--- config.mk ---
export PLATFORM = sky130hd
export DESIGN_NAME = board_i2c_top
export DESIGN_NICKNAME = d
export VERILOG_FILES = /design/src/i2c_bus_pkg.sv /design/src/i2c_cmd_pkg.sv /design/src/board_i2c_top.sv /design/src/board_init_seq.sv /design/src/i2c_bus_master.sv /design/src/i2c_bit_engine.sv
export VERILOG_INCLUDE_DIRS = /design/src /design/src/src
export SDC_FILE = /design/constraint.sdc
export NUM_CORES = 1
export LEC_CHECK = 0
export BUFFER_PORTS_ARGS = -buffer_cell sky130_fd_sc_hd__buf_2
export CAP_MARGIN = 20
export CORE_MARGIN = 2
export CORE_UTILIZATION = 50
export CTS_CLUSTER_DIAMETER = 200
export DETAILED_ROUTE_END_ITERATION = 7
export GPL_TIMING_DRIVEN = 0
export PLACE_DENSITY_LB_ADDON = 0.12
export SLEW_MARGIN = 30
export SYNTH_ARGS = -nofsm -noshare
export SYNTH_HDL_FRONTEND = slang
export SYNTH_SLANG_ARGS = --single-unit
--- constraint.sdc ---
create_clock -name clk -period 3.53 [get_ports clk]
set_input_delay 0.1765 -clock clk [delete_from_list [all_inputs] [get_ports clk]]
set_output_delay 0.1765 -clock clk [all_outputs]
set_load 0.01 [all_outputs]
--- src/i2c_config.svh ---
`ifndef I2C_CONFIG_SVH
`define I2C_CONFIG_SVH

// ##########################################################################
// bit timing

`define I2C_QUARTER_CYCLES 4

// ##########################################################################
// host command addresses

`define CMD_ADDR_WRITE     6'h3c
`define CMD_ADDR_READ      6'h3d
`define CMD_ADDR_PLL_RESET 6'h39

// ##########################################################################
// target devices

`define CLKGEN_DEV 7'h6a  // 7 bit address
`define EEPROM_DEV 8'hac  // write form of the address

`endif
--- src/i2c_bus_pkg.sv ---
package i2c_bus_pkg;

  // one bit time on the wire
  typedef enum logic [2:0] {
    BIT_START,
    BIT_RESTART,
    BIT_STOP,
    BIT_WRITE,
    BIT_READ
  } bit_op_e;

  typedef enum logic {
    BUS_CLKGEN,  // bus 1
    BUS_EEPROM   // bus 2
  } bus_sel_e;

endpackage

--- src/i2c_cmd_pkg.sv ---
package i2c_cmd_pkg;

  typedef enum logic [7:0] {
    OP_WRITE = 8'h06,
    OP_READ  = 8'h07
  } cmd_op_e;

  // register write with optional ack check
  typedef struct packed {
    cmd_op_e    op;
    logic       ack_req;
    logic [6:0] dev;
    logic [7:0] reg_addr;
    logic [7:0] data;
  } cmd_write_t;

  // single byte register read
  typedef struct packed {
    cmd_op_e    op;
    logic [7:0] dev;       // write form of the device byte
    logic [7:0] reg_addr;
    logic [7:0] unused;
  } cmd_read_t;

  // opcode sits in the top byte of both views
  typedef union packed {
    cmd_write_t wr;
    cmd_read_t  rd;
  } cmd_word_u;

endpackage

--- src/board_i2c_top.sv ---
`timescale 1ns/1ns

module board_i2c_top
  import i2c_bus_pkg::*;
(
  input  logic        clk,
  input  logic        versa_rst,
  input  logic        init_start_i,
  input  logic [5:0]  cmd_addr_i,
  input  logic [31:0] cmd_data_i,
  input  logic        cmd_rqst_i,
  output logic        cmd_ack_o,
  output logic [31:0] cmd_resp_data_o,
  output logic        init_done_o,
  output logic [31:0] static_ip_o,
  output logic [15:0] alt_mac_o,
  output logic [7:0]  eeprom_config_o,
  input  logic        scl1_i,
  output logic        scl1_o,
  output logic        scl1_t_o,
  input  logic        sda1_i,
  output logic        sda1_o,
  output logic        sda1_t_o,
  input  logic        scl2_i,
  output logic        scl2_o,
  output logic        scl2_t_o,
  input  logic        sda2_i,
  output logic        sda2_o,
  output logic        sda2_t_o
);

  logic [31:0] mst_cmd_data;
  logic        mst_cmd_rqst;
  logic        mst_cmd_ack;
  logic [31:0] mst_resp_data;
  logic        mst_ready;
  bus_sel_e    mst_bus_sel;
  logic        scl_i;
  logic        scl_o;
  logic        scl_t;
  logic        sda_i;
  logic        sda_o;
  logic        sda_t;

  board_init_seq u_init_seq (
    .clk             (clk),
    .versa_rst       (versa_rst),
    .init_start_i    (init_start_i),
    .cmd_addr_i      (cmd_addr_i),
    .cmd_data_i      (cmd_data_i),
    .cmd_rqst_i      (cmd_rqst_i),
    .mst_ready_i     (mst_ready),
    .mst_cmd_ack_i   (mst_cmd_ack),
    .mst_resp_data_i (mst_resp_data),
    .mst_bus_sel_i   (mst_bus_sel),
    .mst_scl_o_i     (scl_o),
    .mst_scl_t_i     (scl_t),
    .mst_sda_o_i     (sda_o),
    .mst_sda_t_i     (sda_t),
    .scl1_i          (scl1_i),
    .sda1_i          (sda1_i),
    .scl2_i          (scl2_i),
    .sda2_i          (sda2_i),
    .mst_cmd_data_o  (mst_cmd_data),
    .mst_cmd_rqst_o  (mst_cmd_rqst),
    .cmd_ack_o       (cmd_ack_o),
    .cmd_resp_data_o (cmd_resp_data_o),
    .init_done_o     (init_done_o),
    .static_ip_o     (static_ip_o),
    .alt_mac_o       (alt_mac_o),
    .eeprom_config_o (eeprom_config_o),
    .mst_scl_i_o     (scl_i),
    .mst_sda_i_o     (sda_i),
    .scl1_o          (scl1_o),
    .scl1_t_o        (scl1_t_o),
    .sda1_o          (sda1_o),
    .sda1_t_o        (sda1_t_o),
    .scl2_o          (scl2_o),
    .scl2_t_o        (scl2_t_o),
    .sda2_o          (sda2_o),
    .sda2_t_o        (sda2_t_o)
  );

  i2c_bus_master u_bus_master (
    .clk             (clk),
    .versa_rst       (versa_rst),
    .cmd_data_i      (mst_cmd_data),
    .cmd_rqst_i      (mst_cmd_rqst),
    .scl_i           (scl_i),
    .sda_i           (sda_i),
    .cmd_ack_o       (mst_cmd_ack),
    .cmd_resp_data_o (mst_resp_data),
    .ready_o         (mst_ready),
    .bus_sel_o       (mst_bus_sel),
    .scl_o           (scl_o),
    .scl_t_o         (scl_t),
    .sda_o           (sda_o),
    .sda_t_o         (sda_t)
  );

endmodule

--- src/board_init_seq.sv ---
`timescale 1ns/1ns
`include "i2c_config.svh"

module board_init_seq
  import i2c_cmd_pkg::*;
  import i2c_bus_pkg::*;
(
  input  logic        clk,
  input  logic        versa_rst,
  input  logic        init_start_i,
  input  logic [5:0]  cmd_addr_i,
  input  logic [31:0] cmd_data_i,
  input  logic        cmd_rqst_i,
  input  logic        mst_ready_i,
  input  logic        mst_cmd_ack_i,
  input  logic [31:0] mst_resp_data_i,
  input  bus_sel_e    mst_bus_sel_i,
  input  logic        mst_scl_o_i,
  input  logic        mst_scl_t_i,
  input  logic        mst_sda_o_i,
  input  logic        mst_sda_t_i,
  input  logic        scl1_i,
  input  logic        sda1_i,
  input  logic        scl2_i,
  input  logic        sda2_i,
  output logic [31:0] mst_cmd_data_o,
  output logic        mst_cmd_rqst_o,
  output logic        cmd_ack_o,
  output logic [31:0] cmd_resp_data_o,
  output logic        init_done_o,
  output logic [31:0] static_ip_o,
  output logic [15:0] alt_mac_o,
  output logic [7:0]  eeprom_config_o,
  output logic        mst_scl_i_o,
  output logic        mst_sda_i_o,
  output logic        scl1_o,
  output logic        scl1_t_o,
  output logic        sda1_o,
  output logic        sda1_t_o,
  output logic        scl2_o,
  output logic        scl2_t_o,
  output logic        sda2_o,
  output logic        sda2_t_o
);

  typedef enum logic [1:0] {
    ST_INIT_WR, ST_EE_RD, ST_PASS, ST_PLL_RST
  } seq_state_e;

  localparam logic [0:6][7:0] INIT_REG = '{8'h17, 8'h18, 8'h1e, 8'h1f, 8'h2d, 8'h2e, 8'h60};
  localparam logic [0:6][7:0] INIT_DAT = '{8'h04, 8'h40, 8'he8, 8'h80, 8'h01, 8'h10, 8'h3b};
  localparam logic [0:6][7:0] EE_REG   = '{8'h8c, 8'h9c, 8'hac, 8'hbc, 8'hcc, 8'hdc, 8'h6c};

  seq_state_e state_q;
  logic [2:0] step_q;
  logic       busy_q;
  logic       step_ack;
  logic       step_last;
  logic       seq_rqst;
  logic       host_fwd;
  logic       pll_reset_req;
  logic [7:0] rd_byte;
  logic       on_eeprom;

  assign rd_byte       = mst_resp_data_i[15:8];
  assign step_ack      = mst_cmd_ack_i && busy_q;  // stale acks after a restart drop out
  assign step_last     = (state_q == ST_PLL_RST) ? (step_q == 3'd1) : (step_q == 3'd6);
  assign seq_rqst      = init_start_i && mst_ready_i && !busy_q;
  assign pll_reset_req = cmd_rqst_i && (cmd_addr_i == `CMD_ADDR_PLL_RESET) && cmd_data_i[0];
  assign host_fwd      = cmd_rqst_i && mst_ready_i && !busy_q &&
                         ((cmd_addr_i == `CMD_ADDR_WRITE) || (cmd_addr_i == `CMD_ADDR_READ));

  assign init_done_o     = (state_q == ST_PASS) || (state_q == ST_PLL_RST);
  assign cmd_ack_o       = step_ack && (state_q == ST_PASS);  // host sees only its own
  assign cmd_resp_data_o = mst_resp_data_i;

  always_comb begin
    mst_cmd_rqst_o = seq_rqst;
    case (state_q)
      ST_INIT_WR: mst_cmd_data_o = {OP_WRITE, 1'b1, `CLKGEN_DEV, INIT_REG[step_q],
                                    INIT_DAT[step_q]};
      ST_EE_RD:   mst_cmd_data_o = {OP_READ, `EEPROM_DEV, EE_REG[step_q], 8'h00};
      ST_PLL_RST: mst_cmd_data_o = {OP_WRITE, 1'b1, `CLKGEN_DEV, 8'h76,
                                    step_q[0] ? 8'h63 : 8'h43};
      default: begin
        mst_cmd_data_o = cmd_data_i;
        mst_cmd_rqst_o = host_fwd;
      end
    endcase
  end

  // ##########################################################################
  // init walker and pass-through

  always_ff @(posedge clk) begin
    if (versa_rst) begin
      state_q         <= ST_INIT_WR;
      step_q          <= '0;
      busy_q          <= 1'b0;
      static_ip_o     <= '0;
      alt_mac_o       <= '0;
      eeprom_config_o <= '0;
    end else if (!init_start_i) begin
      state_q <= ST_INIT_WR;
      step_q  <= '0;
      busy_q  <= 1'b0;
    end else begin
      if (mst_cmd_rqst_o) begin
        busy_q <= 1'b1;
      end else if (step_ack) begin
        busy_q <= 1'b0;
      end
      if (step_ack && state_q != ST_PASS) begin
        step_q <= step_last ? 3'd0 : step_q + 3'd1;
        if (step_last) state_q <= (state_q == ST_INIT_WR) ? ST_EE_RD : ST_PASS;
      end
      if (state_q == ST_PASS && pll_reset_req && mst_ready_i && !busy_q) begin
        state_q <= ST_PLL_RST;
      end
      if (step_ack && state_q == ST_EE_RD) begin
        case (step_q)
          3'd0:    static_ip_o[31:24] <= rd_byte;  // msb first
          3'd1:    static_ip_o[23:16] <= rd_byte;
          3'd2:    static_ip_o[15:8]  <= rd_byte;
          3'd3:    static_ip_o[7:0]   <= rd_byte;
          3'd4:    alt_mac_o[15:8]    <= rd_byte;
          3'd5:    alt_mac_o[7:0]     <= rd_byte;
          default: eeprom_config_o    <= rd_byte;
        endcase
      end
    end
  end

  // ##########################################################################
  // bus steering

  assign on_eeprom   = (mst_bus_sel_i == BUS_EEPROM);
  assign mst_scl_i_o = on_eeprom ? scl2_i : scl1_i;
  assign mst_sda_i_o = on_eeprom ? sda2_i : sda1_i;

  assign scl1_o   = mst_scl_o_i;
  assign sda1_o   = mst_sda_o_i;
  assign scl2_o   = mst_scl_o_i;
  assign sda2_o   = mst_sda_o_i;
  assign scl1_t_o = on_eeprom ? 1'b1 : mst_scl_t_i;  // idle bus stays released
  assign sda1_t_o = on_eeprom ? 1'b1 : mst_sda_t_i;
  assign scl2_t_o = on_eeprom ? mst_scl_t_i : 1'b1;
  assign sda2_t_o = on_eeprom ? mst_sda_t_i : 1'b1;

endmodule

--- src/i2c_bus_master.sv ---
`timescale 1ns/1ns

module i2c_bus_master
  import i2c_cmd_pkg::*;
  import i2c_bus_pkg::*;
(
  input  logic        clk,
  input  logic        versa_rst,
  input  logic [31:0] cmd_data_i,
  input  logic        cmd_rqst_i,
  input  logic        scl_i,
  input  logic        sda_i,
  output logic        cmd_ack_o,
  output logic [31:0] cmd_resp_data_o,
  output logic        ready_o,
  output bus_sel_e    bus_sel_o,
  output logic        scl_o,
  output logic        scl_t_o,
  output logic        sda_o,
  output logic        sda_t_o
);

  typedef enum logic [2:0] {
    M_IDLE, M_START, M_TX, M_ACK, M_RESTART, M_RX, M_NACK, M_STOP
  } mst_state_e;

  mst_state_e state_q;
  cmd_word_u  cmd_in;
  cmd_word_u  cmd_q;
  logic       is_read;
  logic [1:0] byte_q;
  logic [2:0] bit_cnt_q;
  logic [7:0] tx_byte;
  logic [7:0] rx_q;
  logic       nack_q;
  logic       wait_q;
  logic       ack_q;
  bit_op_e    bit_op;
  logic       bit_start;
  logic       bit_wdata;
  logic       bit_done;
  logic       bit_rdata;

  assign cmd_in          = cmd_data_i;
  assign is_read         = (cmd_q.rd.op == OP_READ);
  assign ready_o         = (state_q == M_IDLE);
  assign cmd_ack_o       = ack_q;
  assign cmd_resp_data_o = {16'h0000, rx_q, 7'h00, nack_q};
  assign bit_start       = !ready_o && !wait_q;  // one bit op per state visit

  // byte on the wire for each slot
  always_comb begin
    if (!is_read) begin
      case (byte_q)
        2'd0:    tx_byte = {cmd_q.wr.dev, 1'b0};
        2'd1:    tx_byte = cmd_q.wr.reg_addr;
        default: tx_byte = cmd_q.wr.data;
      endcase
    end else begin
      case (byte_q)
        2'd0:    tx_byte = {cmd_q.rd.dev[7:1], 1'b0};
        2'd1:    tx_byte = cmd_q.rd.reg_addr;
        default: tx_byte = {cmd_q.rd.dev[7:1], 1'b1};  // after restart
      endcase
    end
  end

  always_comb begin
    bit_wdata = 1'b1;  // released for ack slot and master nack
    case (state_q)
      M_START:   bit_op = BIT_START;
      M_RESTART: bit_op = BIT_RESTART;
      M_STOP:    bit_op = BIT_STOP;
      M_RX:      bit_op = BIT_READ;
      default:   bit_op = BIT_WRITE;
    endcase
    if (state_q == M_TX) bit_wdata = tx_byte[bit_cnt_q];
  end

  // ##########################################################################
  // transaction FSM

  always_ff @(posedge clk) begin
    if (versa_rst) begin
      state_q   <= M_IDLE;
      wait_q    <= 1'b0;
      ack_q     <= 1'b0;
      nack_q    <= 1'b0;
      rx_q      <= '0;
      byte_q    <= '0;
      bit_cnt_q <= 3'd7;
      bus_sel_o <= BUS_CLKGEN;
    end else begin
      ack_q <= 1'b0;
      if (bit_start) wait_q <= 1'b1;
      if (bit_done) wait_q <= 1'b0;
      case (state_q)
        M_IDLE: if (cmd_rqst_i) begin
          state_q   <= M_START;
          byte_q    <= '0;
          bit_cnt_q <= 3'd7;
          nack_q    <= 1'b0;
          rx_q      <= '0;
          bus_sel_o <= (cmd_in.rd.op == OP_READ) ? BUS_EEPROM : BUS_CLKGEN;
        end
        M_START, M_RESTART: if (bit_done) state_q <= M_TX;
        M_TX: if (bit_done) begin
          bit_cnt_q <= bit_cnt_q - 3'd1;  // wraps to 7 for the next byte
          if (bit_cnt_q == 3'd0) state_q <= M_ACK;
        end
        M_ACK: if (bit_done) begin
          byte_q <= byte_q + 2'd1;
          if (bit_rdata) begin
            nack_q  <= is_read || cmd_q.wr.ack_req;
            state_q <= M_STOP;
          end else if (byte_q == 2'd2) begin
            state_q <= is_read ? M_RX : M_STOP;
          end else if (is_read && byte_q == 2'd1) begin
            state_q <= M_RESTART;
          end else begin
            state_q <= M_TX;
          end
        end
        M_RX: if (bit_done) begin
          rx_q      <= {rx_q[6:0], bit_rdata};
          bit_cnt_q <= bit_cnt_q - 3'd1;
          if (bit_cnt_q == 3'd0) state_q <= M_NACK;
        end
        M_NACK: if (bit_done) state_q <= M_STOP;
        M_STOP: if (bit_done) begin
          state_q <= M_IDLE;
          ack_q   <= 1'b1;
        end
        default: state_q <= M_IDLE;
      endcase
    end
  end

  always_ff @(posedge clk) begin
    if (ready_o && cmd_rqst_i) cmd_q <= cmd_in;
  end

  i2c_bit_engine u_bit_engine (
    .clk         (clk),
    .versa_rst   (versa_rst),
    .bit_op_i    (bit_op),
    .bit_start_i (bit_start),
    .bit_wdata_i (bit_wdata),
    .scl_i       (scl_i),
    .sda_i       (sda_i),
    .bit_done_o  (bit_done),
    .bit_rdata_o (bit_rdata),
    .scl_o       (scl_o),
    .scl_t_o     (scl_t_o),
    .sda_o       (sda_o),
    .sda_t_o     (sda_t_o)
  );

endmodule

--- src/i2c_bit_engine.sv ---
`timescale 1ns/1ns
`include "i2c_config.svh"

module i2c_bit_engine
  import i2c_bus_pkg::*;
(
  input  logic    clk,
  input  logic    versa_rst,
  input  bit_op_e bit_op_i,
  input  logic    bit_start_i,
  input  logic    bit_wdata_i,
  input  logic    scl_i,
  input  logic    sda_i,
  output logic    bit_done_o,
  output logic    bit_rdata_o,
  output logic    scl_o,
  output logic    scl_t_o,
  output logic    sda_o,
  output logic    sda_t_o
);

  localparam logic [7:0] QLAST = 8'(`I2C_QUARTER_CYCLES - 1);

  bit_op_e    op_q;
  logic       wdata_q;
  logic       busy_q;
  logic [7:0] qcnt_q;
  logic [1:0] phase_q;
  logic       scl_lvl_q;
  logic       sda_lvl_q;
  logic       rdata_q;
  logic       quarter_end;
  logic       scl_tgt;
  logic       sda_tgt;

  assign quarter_end = (qcnt_q == QLAST);
  assign bit_done_o  = busy_q && quarter_end && (phase_q == 2'd3);
  assign bit_rdata_o = rdata_q;

  // open drain so only a low is ever driven
  assign scl_o   = 1'b0;
  assign sda_o   = 1'b0;
  assign scl_t_o = scl_lvl_q;
  assign sda_t_o = sda_lvl_q;

  // line levels for each quarter of the bit
  always_comb begin
    case (op_q)
      BIT_START: begin
        scl_tgt = (phase_q < 2'd2);
        sda_tgt = (phase_q == 2'd0);  // sda falls with scl high
      end
      BIT_RESTART: begin
        scl_tgt = (phase_q == 2'd1) || (phase_q == 2'd2);
        sda_tgt = (phase_q < 2'd2);
      end
      BIT_STOP: begin
        scl_tgt = (phase_q != 2'd0);
        sda_tgt = (phase_q >= 2'd2);  // sda rises with scl high
      end
      default: begin
        scl_tgt = (phase_q == 2'd1) || (phase_q == 2'd2);
        sda_tgt = (op_q == BIT_READ) || wdata_q;
      end
    endcase
  end

  always_ff @(posedge clk) begin
    if (versa_rst) begin
      busy_q    <= 1'b0;
      qcnt_q    <= '0;
      phase_q   <= '0;
      scl_lvl_q <= 1'b1;
      sda_lvl_q <= 1'b1;
      rdata_q   <= 1'b0;
    end else if (!busy_q) begin
      busy_q <= bit_start_i;
    end else begin
      scl_lvl_q <= scl_tgt;
      sda_lvl_q <= sda_tgt;
      qcnt_q    <= quarter_end ? '0 : qcnt_q + 8'd1;
      if (quarter_end) phase_q <= phase_q + 2'd1;
      if (bit_done_o) busy_q <= 1'b0;
      // scl midpoint, a stuck low clock reads as nack
      if (phase_q == 2'd2 && qcnt_q == '0) rdata_q <= scl_i ? sda_i : 1'b1;
    end
  end

  always_ff @(posedge clk) begin
    if (bit_start_i && !busy_q) begin
      op_q    <= bit_op_i;
      wdata_q <= bit_wdata_i;
    end
  end

endmodule

==> results of run 1 <==
## area by class of cell
cell class / instances / share of cell area [%]
clock buffers: 27 / 7.386
repair buffers: 116 / 7.418
flip-flops and latches: 132 / 38.37
plain buffers: 70 / 4.908
clock inverters: 4 / 0.3517
inverters: 22 / 1.119
multi-input cells: 484 / 37.70
well taps: 172 / 2.750
## flip-flops by register name (all words and copies together) (netlist names), 3 cells and up
register / count
u_init_seq.eeprom_config_o: 8
u_init_seq.alt_mac_o: 16
u_bus_master.u_bit_engine.op_q: 3
u_bus_master.bit_cnt_q: 3
u_bus_master.cmd_q: 32
u_init_seq.step_q: 3
u_bus_master.rx_q: 8
u_init_seq.static_ip_o: 32
u_bus_master.u_bit_engine.qcnt_q: 8
u_bus_master.state_q: 3
## stage by stage
step	setup WS [ps]	util, %	std cells	hold slack [ps]	area (um^2)
floorplan	1614	-	708	280.1	6425
detailed placement	1039	57.92	996	438.5	7221
global route	803.3	62.78	1027	22.70	7826
global placement	1057	57.92	996	432.0	7221
finish	994.1	62.78	1027	21.97	7826
CTS	1009	62.78	1027	6.524	7826
## layer usage
layer	share of wire, %	up-vias
met5	0	-
met4	2.1	0
met3	6.6	24
li1	-	2641
met1	44	2537
met2	48	194
## power groups by stage
stage	sequential, mW	combinational (mW)	clock, mW
finish	1.60	0.171	1.75
global route	1.60	0.190	1.84
CTS	1.60	0.170	1.77
detailed placement	1.63	0.170	0
global placement	1.63	0.167	0
floorplan	1.62	0.116	0
## cell families after synthesis
logic type / synth area share (%)
compound gates: 10.70
fa+ha+maj: 3.955
buf+inv: 7.455
mux: 8.424
flops: 47.46
other cells: 0.05927
simple gates: 20.43
xor+xnor: 1.523
## how the worst max path moves through the flow
stage	start	to	slack (ps)	cells after the start
2_1_floorplan	u_init_seq.step_q[1]	u_init_seq.state_q[1]	1610	8
3_3_place_gp	u_init_seq.state_q[0]	u_bus_master.bus_sel_o	1060	10
3_5_place_dp	u_init_seq.state_q[0]	u_bus_master.state_q[0]	1040	10
4_1_cts	u_init_seq.state_q[0]	u_bus_master.state_q[0]	1010	10
5_1_grt	u_init_seq.state_q[0]	u_bus_master.state_q[0]	800	10
6_report	u_init_seq.state_q[0]	u_bus_master.state_q[0]	990	10
## worst max-delay path, cell delays in order, from the launching register on
cell      delay, ps
dfxtp_1         340
inv_1            90
ha_1            170
clkbuf_1        400
nor2b_1         100
a41oi_1         440
or2_1           190
buf_6           120
clkinv_4        240
a21oi_1         210
a31oi_1          90
## layout by cell type (no fill, tap or decap), types with 8 or more instances in the layout
cell type and instances:
xnor2_1 8, inv_1 21, mux2i_1 51, nand2_1 69, buf_2 123, ha_1 20, conb_1 27, and2_1 9
a21oi_1 40, clkbuf_16 21, buf_4 28, edfxtp_1 36, clkbuf_1 36, dfxtp_1 96, nand3_1 29, o21ai_0 26
nand2b_1 14, nor2_1 90, nand4_1 12
==> impl_metrics.tcl, run 1 <==
set metrics [dict create \
    async_reset_ff_share_pct 0 \
    start_util_pct 50.76 \
    htree_num_levels 4 \
    nNetsFinal 909 \
    arrival_ps 2820 \
    total_power_mw 3.521 \
    min_period_ps 2536 \
    ys_types 70 \
    syn_to_final_growth_pct 23.69 \
    via_per_inst 5.254 \
    cts_root_buf "clkbuf_16" \
    internal_power_mw 2.774 \
    antenna_cells 0 \
    clkPwrFrac_pct 49.7 \
    multi_input_area_um2 2950 \
    hp-class "input port to register" \
    numCtsBuffers 17 \
    r2r_slack_ps 990 \
    crit_required_ps 3810 \
    r2r_end "u_bus_master.state_q[0]" \
    syn_area_per_cell_um2 9.278 \
    power_density_nw_per_um2 449.9 \
    die_area_um2 13570 \
    drive_gt1_share_pct 23.27 \
    busiest_layer "met2" \
    vdd_drop_max_uv 288.3 \
    clock_sinks 132 \
    insertion_delay_ps 420 \
    avgRoutedWirePerCell_um 15.19 \
    yosysSeqAreaShare_pct 47.46 \
    die_x_um 116.5 \
    use_met2_pct 39.03 \
    start_kind "register" \
    power_frac_comb_pct 4.9 \
    yosys-top-cells-count "dfxtp_1, nor2_1, nand2_1" \
    cts_tree "built" \
    syn_area_um2 6327 \
    outcome "completed" \
    clock_skew_ps 6.838 \
    grt_pass1_vias 5080 \
    top_level_ports 144 \
    dpl.hpwl_um 11450 \
    power_switching_share_pct 21.22 \
    grt_max_degree 36 \
    io_buffers 116 \
    gp_congestion 0.8953 \
    antenna_found_initial 0 \
    p_leak_nw 3.404 \
    vias 5396 \
    setup_viol 0 \
    path_max_fanout 35 \
    clk_pin_slew_ps 60 \
    hold_viol_final 0 \
    cts_hold_buf 0 \
    r2r_cells 10 \
    coreArea_um2 12470 \
    dieHeight_um 116.5 \
    dr.pass1.iters 5 \
    regArea_um2 3003 \
    met3_usage_pct 6.175 \
    synth.most_common_cell "dfxtp_1" \
    synth_area_leaders "dfxtp_1, edfxtp_1, mux2i_1, nor2_1, nand2_1" \
    synth_ff_type "dfxtp_1" \
    max-cap-violations 0 \
    hold_path.startpoint "cmd_data_i[21]" \
    worst_pin_slew_ps 735.2 \
    slew_violations 0 \
    r2r_start "u_init_seq.state_q[0]" \
    wl_um 15600 \
    ys_ff_latch 132 \
    fillers 1107 \
    grt_usage_pct 24.11 \
    holdPathStages 2 \
    post_cts_buffers 0 \
    overflow 0 \
    drc 0 \
    clock.fmax_ghz 0.3943 \
    synthCells 682 \
    rsz0062_at_grt "no" \
    clockBufferDepth 2 \
    seq_power_share_pct 45.4 \
    grt_pass1_wl_um 24830 \
    fin_setup_tns_ps 0 \
    crit_type "register to register" \
    yosys.area.top_type "dfxtp_1" \
    fin_crit_sh_pct 71.84 \
    yosysWarnings 0 \
    synth_edf_count 36 \
    synth_top_area_share_pct 30.37 \
    hold_path_end "u_bus_master.cmd_q[21]" \
    grt_util_met1_pct 31.15 \
    ant_nets 0 \
    fp-row-count 41 \
    maxSlewHeadroom_pct 50.62 \
    cp-end-kind "register" \
    switchingPower_mw 0.7471 \
    drt_iter0_drc 380 \
    cts_resized 0 \
]
Note: power is estimated with default switching activity, not from simulation.
==> run 2, diff against run 1 <==
==> constraint.sdc (replaced) <==
create_clock -name clk -period 2.55 [get_ports clk]
set_input_delay 0.1275 -clock clk [delete_from_list [all_inputs] [get_ports clk]]
set_output_delay 0.1275 -clock clk [all_outputs]
set_load 0.01 [all_outputs]
==> impl_metrics.tcl, run 2 (synthesis gave the netlist of run 1 again) <==
set metrics [dict create \
    insertion_delay_ps 420 \
    top_regs "u_bus_master.cmd_q: 32 flops, u_init_seq.static_ip_o: 32 flops, u_init_seq.alt_mac_o: 16 flops" \
    gp_congestion 0.8953 \
    max-cap-violations 0 \
    arrival_ps 2650 \
    grt_max_degree 36 \
    grt_pass1_vias 5137 \
    r2r_start "u_init_seq.state_q[0]" \
    grt_usage_pct 24.43 \
    hold_viol_final 0 \
    layout_setup_ws_ps 182.5 \
    ant_nets 0 \
    htree_num_levels 4 \
    clockBufferDepth 2 \
    final_common_cell "buf_2" \
    use_met2_pct 39.61 \
    worst_pin_slew_ps 735.4 \
    vias 5406 \
    nNetsFinal 919 \
    dr.pass1.iters 8 \
    antenna_found_initial 0 \
    start_util_pct 50.76 \
    met3_usage_pct 6.227 \
    fin_setup_tns_ps 0 \
    power_switching_share_pct 21.23 \
    holdPathStages 3 \
    io_buffers 116 \
    busiest_layer "met2" \
    crit_start "u_init_seq.state_q[0]" \
    top_level_ports 144 \
    dieHeight_um 116.5 \
    post_cts_buffers 0 \
    post-place-ws_ps 59.31 \
    die_area_um2 13570 \
    cp-end-kind "register" \
    coreArea_um2 12470 \
    hp-class "input port to register" \
    drt_iter0_drc 376 \
    cts_root_buf "clkbuf_16" \
    vdd_drop_max_uv 397.8 \
    seq_power_share_pct 45.3 \
    fillers 1094 \
    power_frac_comb_pct 5.1 \
    dpl.hpwl_um 11450 \
    final_cell_mix "buf_2, dfxtp_1, nor2_1" \
    multi_input_area_um2 2950 \
    cp-endpoint "u_bus_master.state_q[0]" \
    switchingPower_mw 1.038 \
    r2r_slack_ps 180 \
    outcome "completed" \
    avgRoutedWirePerCell_um 15.26 \
    setup_viol 0 \
    syn_to_final_growth_pct 25.29 \
    die_x_um 116.5 \
    drive_gt1_share_pct 23.12 \
    cts_tree "built" \
    wl_um 15820 \
    cp_slowest_cell "a41oi_1" \
    min_period_ps 2367 \
    slowest_delay_ps 440 \
    fp-row-count 41 \
    start_kind "register" \
    p_leak_nw 3.450 \
    slew_violations 0 \
    rsz0062_at_grt "no" \
    fin_crit_sh_pct 92.84 \
    path_max_fanout 35 \
    crit_required_ps 2830 \
    clock_skew_ps 7.049 \
    cp_cell_sequence "inv_1, ha_1, clkbuf_2, nor2b_1, a41oi_1, or2_1, buf_6, clkinv_4, a21oi_1, a31oi_1" \
    clk_pin_slew_ps 60 \
    clkPwrFrac_pct 49.6 \
    clock.fmax_ghz 0.4224 \
    crit_type "register to register" \
    regArea_um2 3003 \
    grt_pass1_wl_um 25160 \
    overflow 0 \
    power_density_nw_per_um2 616.6 \
    internal_power_mw 3.850 \
    antenna_cells 0 \
    r2r_cells 10 \
    numCtsBuffers 17 \
    clock_sinks 132 \
    r2r_end "u_bus_master.state_q[0]" \
    grt_util_met1_pct 31.45 \
    via_per_inst 5.213 \
    maxSlewHeadroom_pct 50.61 \
    drc 0 \
]
==> run 2: cell count changes in the layout (fill, tap and decap cells not counted), sizes merged <==
cell,change
dlygate4sd3,+10
==> run 2: worst min-delay path by stage <==
stage | startpoint | to | slack [ps]
6_report | cmd_data_i[18] | u_bus_master.cmd_q[18] | 10
5_1_grt | cmd_data_i[18] | u_bus_master.cmd_q[18] | 9
4_1_cts | cmd_data_i[3] | u_bus_master.cmd_q[3] | 1
3_5_place_dp | cmd_data_i[21] | u_bus_master.cmd_q[21] | 390
3_3_place_gp | cmd_data_i[21] | u_bus_master.cmd_q[21] | 380
2_1_floorplan | versa_rst | u_bus_master.state_q[2] | 230
==> run 2: worst max-delay path: cells and delay by family, from the launching register on <==
family	cells	cell delay [ps]
AND/OR/NAND/NOR	2	270
flip-flops	1	340
adder cells (fa/ha/maj)	1	170
buffers and inverters	4	700
AO/OA/AOI/OAI	3	750
==> run 2: layer usage <==
| layer | routed length, um | vias to the layer above |
|---|---|---|
| met1 | 6854 | 2519 |
| met2 | 7535 | 205 |
| met5 | 0 | - |
| met4 | 342 | 0 |
| li1 | - | 2657 |
| met3 | 1091 | 25 |
==> run 2: timing repair <==
action                                  in CTS  in global routing
hold buffers                                10                  0
gates resized for setup                      0                  2
endpoints found under the setup margin       0                 43
endpoints found under the hold margin       10                  0
==> run 2: area by class of cell <==
type	instances	area share, %
Timing Repair Buffer	126	8.586
Buffer	70	4.861
Tap cell	172	2.715
Clock buffer	27	7.292
Inverter	22	1.105
Clock inverter	4	0.3472
Sequential cell	132	37.88
Multi-Input combinational cell	484	37.22
==> run 2: power groups by stage <==
stage / Combinational (mW) / Clock [mW] / Sequential, mW
5_1_grt: 0.276 / 2.54 / 2.22
3_5_place_dp: 0.235 / 0 / 2.26
3_3_place_gp: 0.231 / 0 / 2.26
6_report: 0.250 / 2.42 / 2.21
4_1_cts: 0.247 / 2.45 / 2.21
2_1_floorplan: 0.161 / 0 / 2.25
==> run 2: through the flow <==
step	total power [mW]	hold WS [ps]	cell area [um^2]	utilization, %	instances
after floorplan	2.410	231.1	6425	-	708
after global placement	2.486	383.0	7221	57.92	996
after detailed placement	2.492	389.5	7221	57.92	996
after CTS	4.910	1.085	7926	63.59	1037
after global routing	5.037	9.048	7928	63.60	1037
final	4.888	11.37	7928	63.60	1037
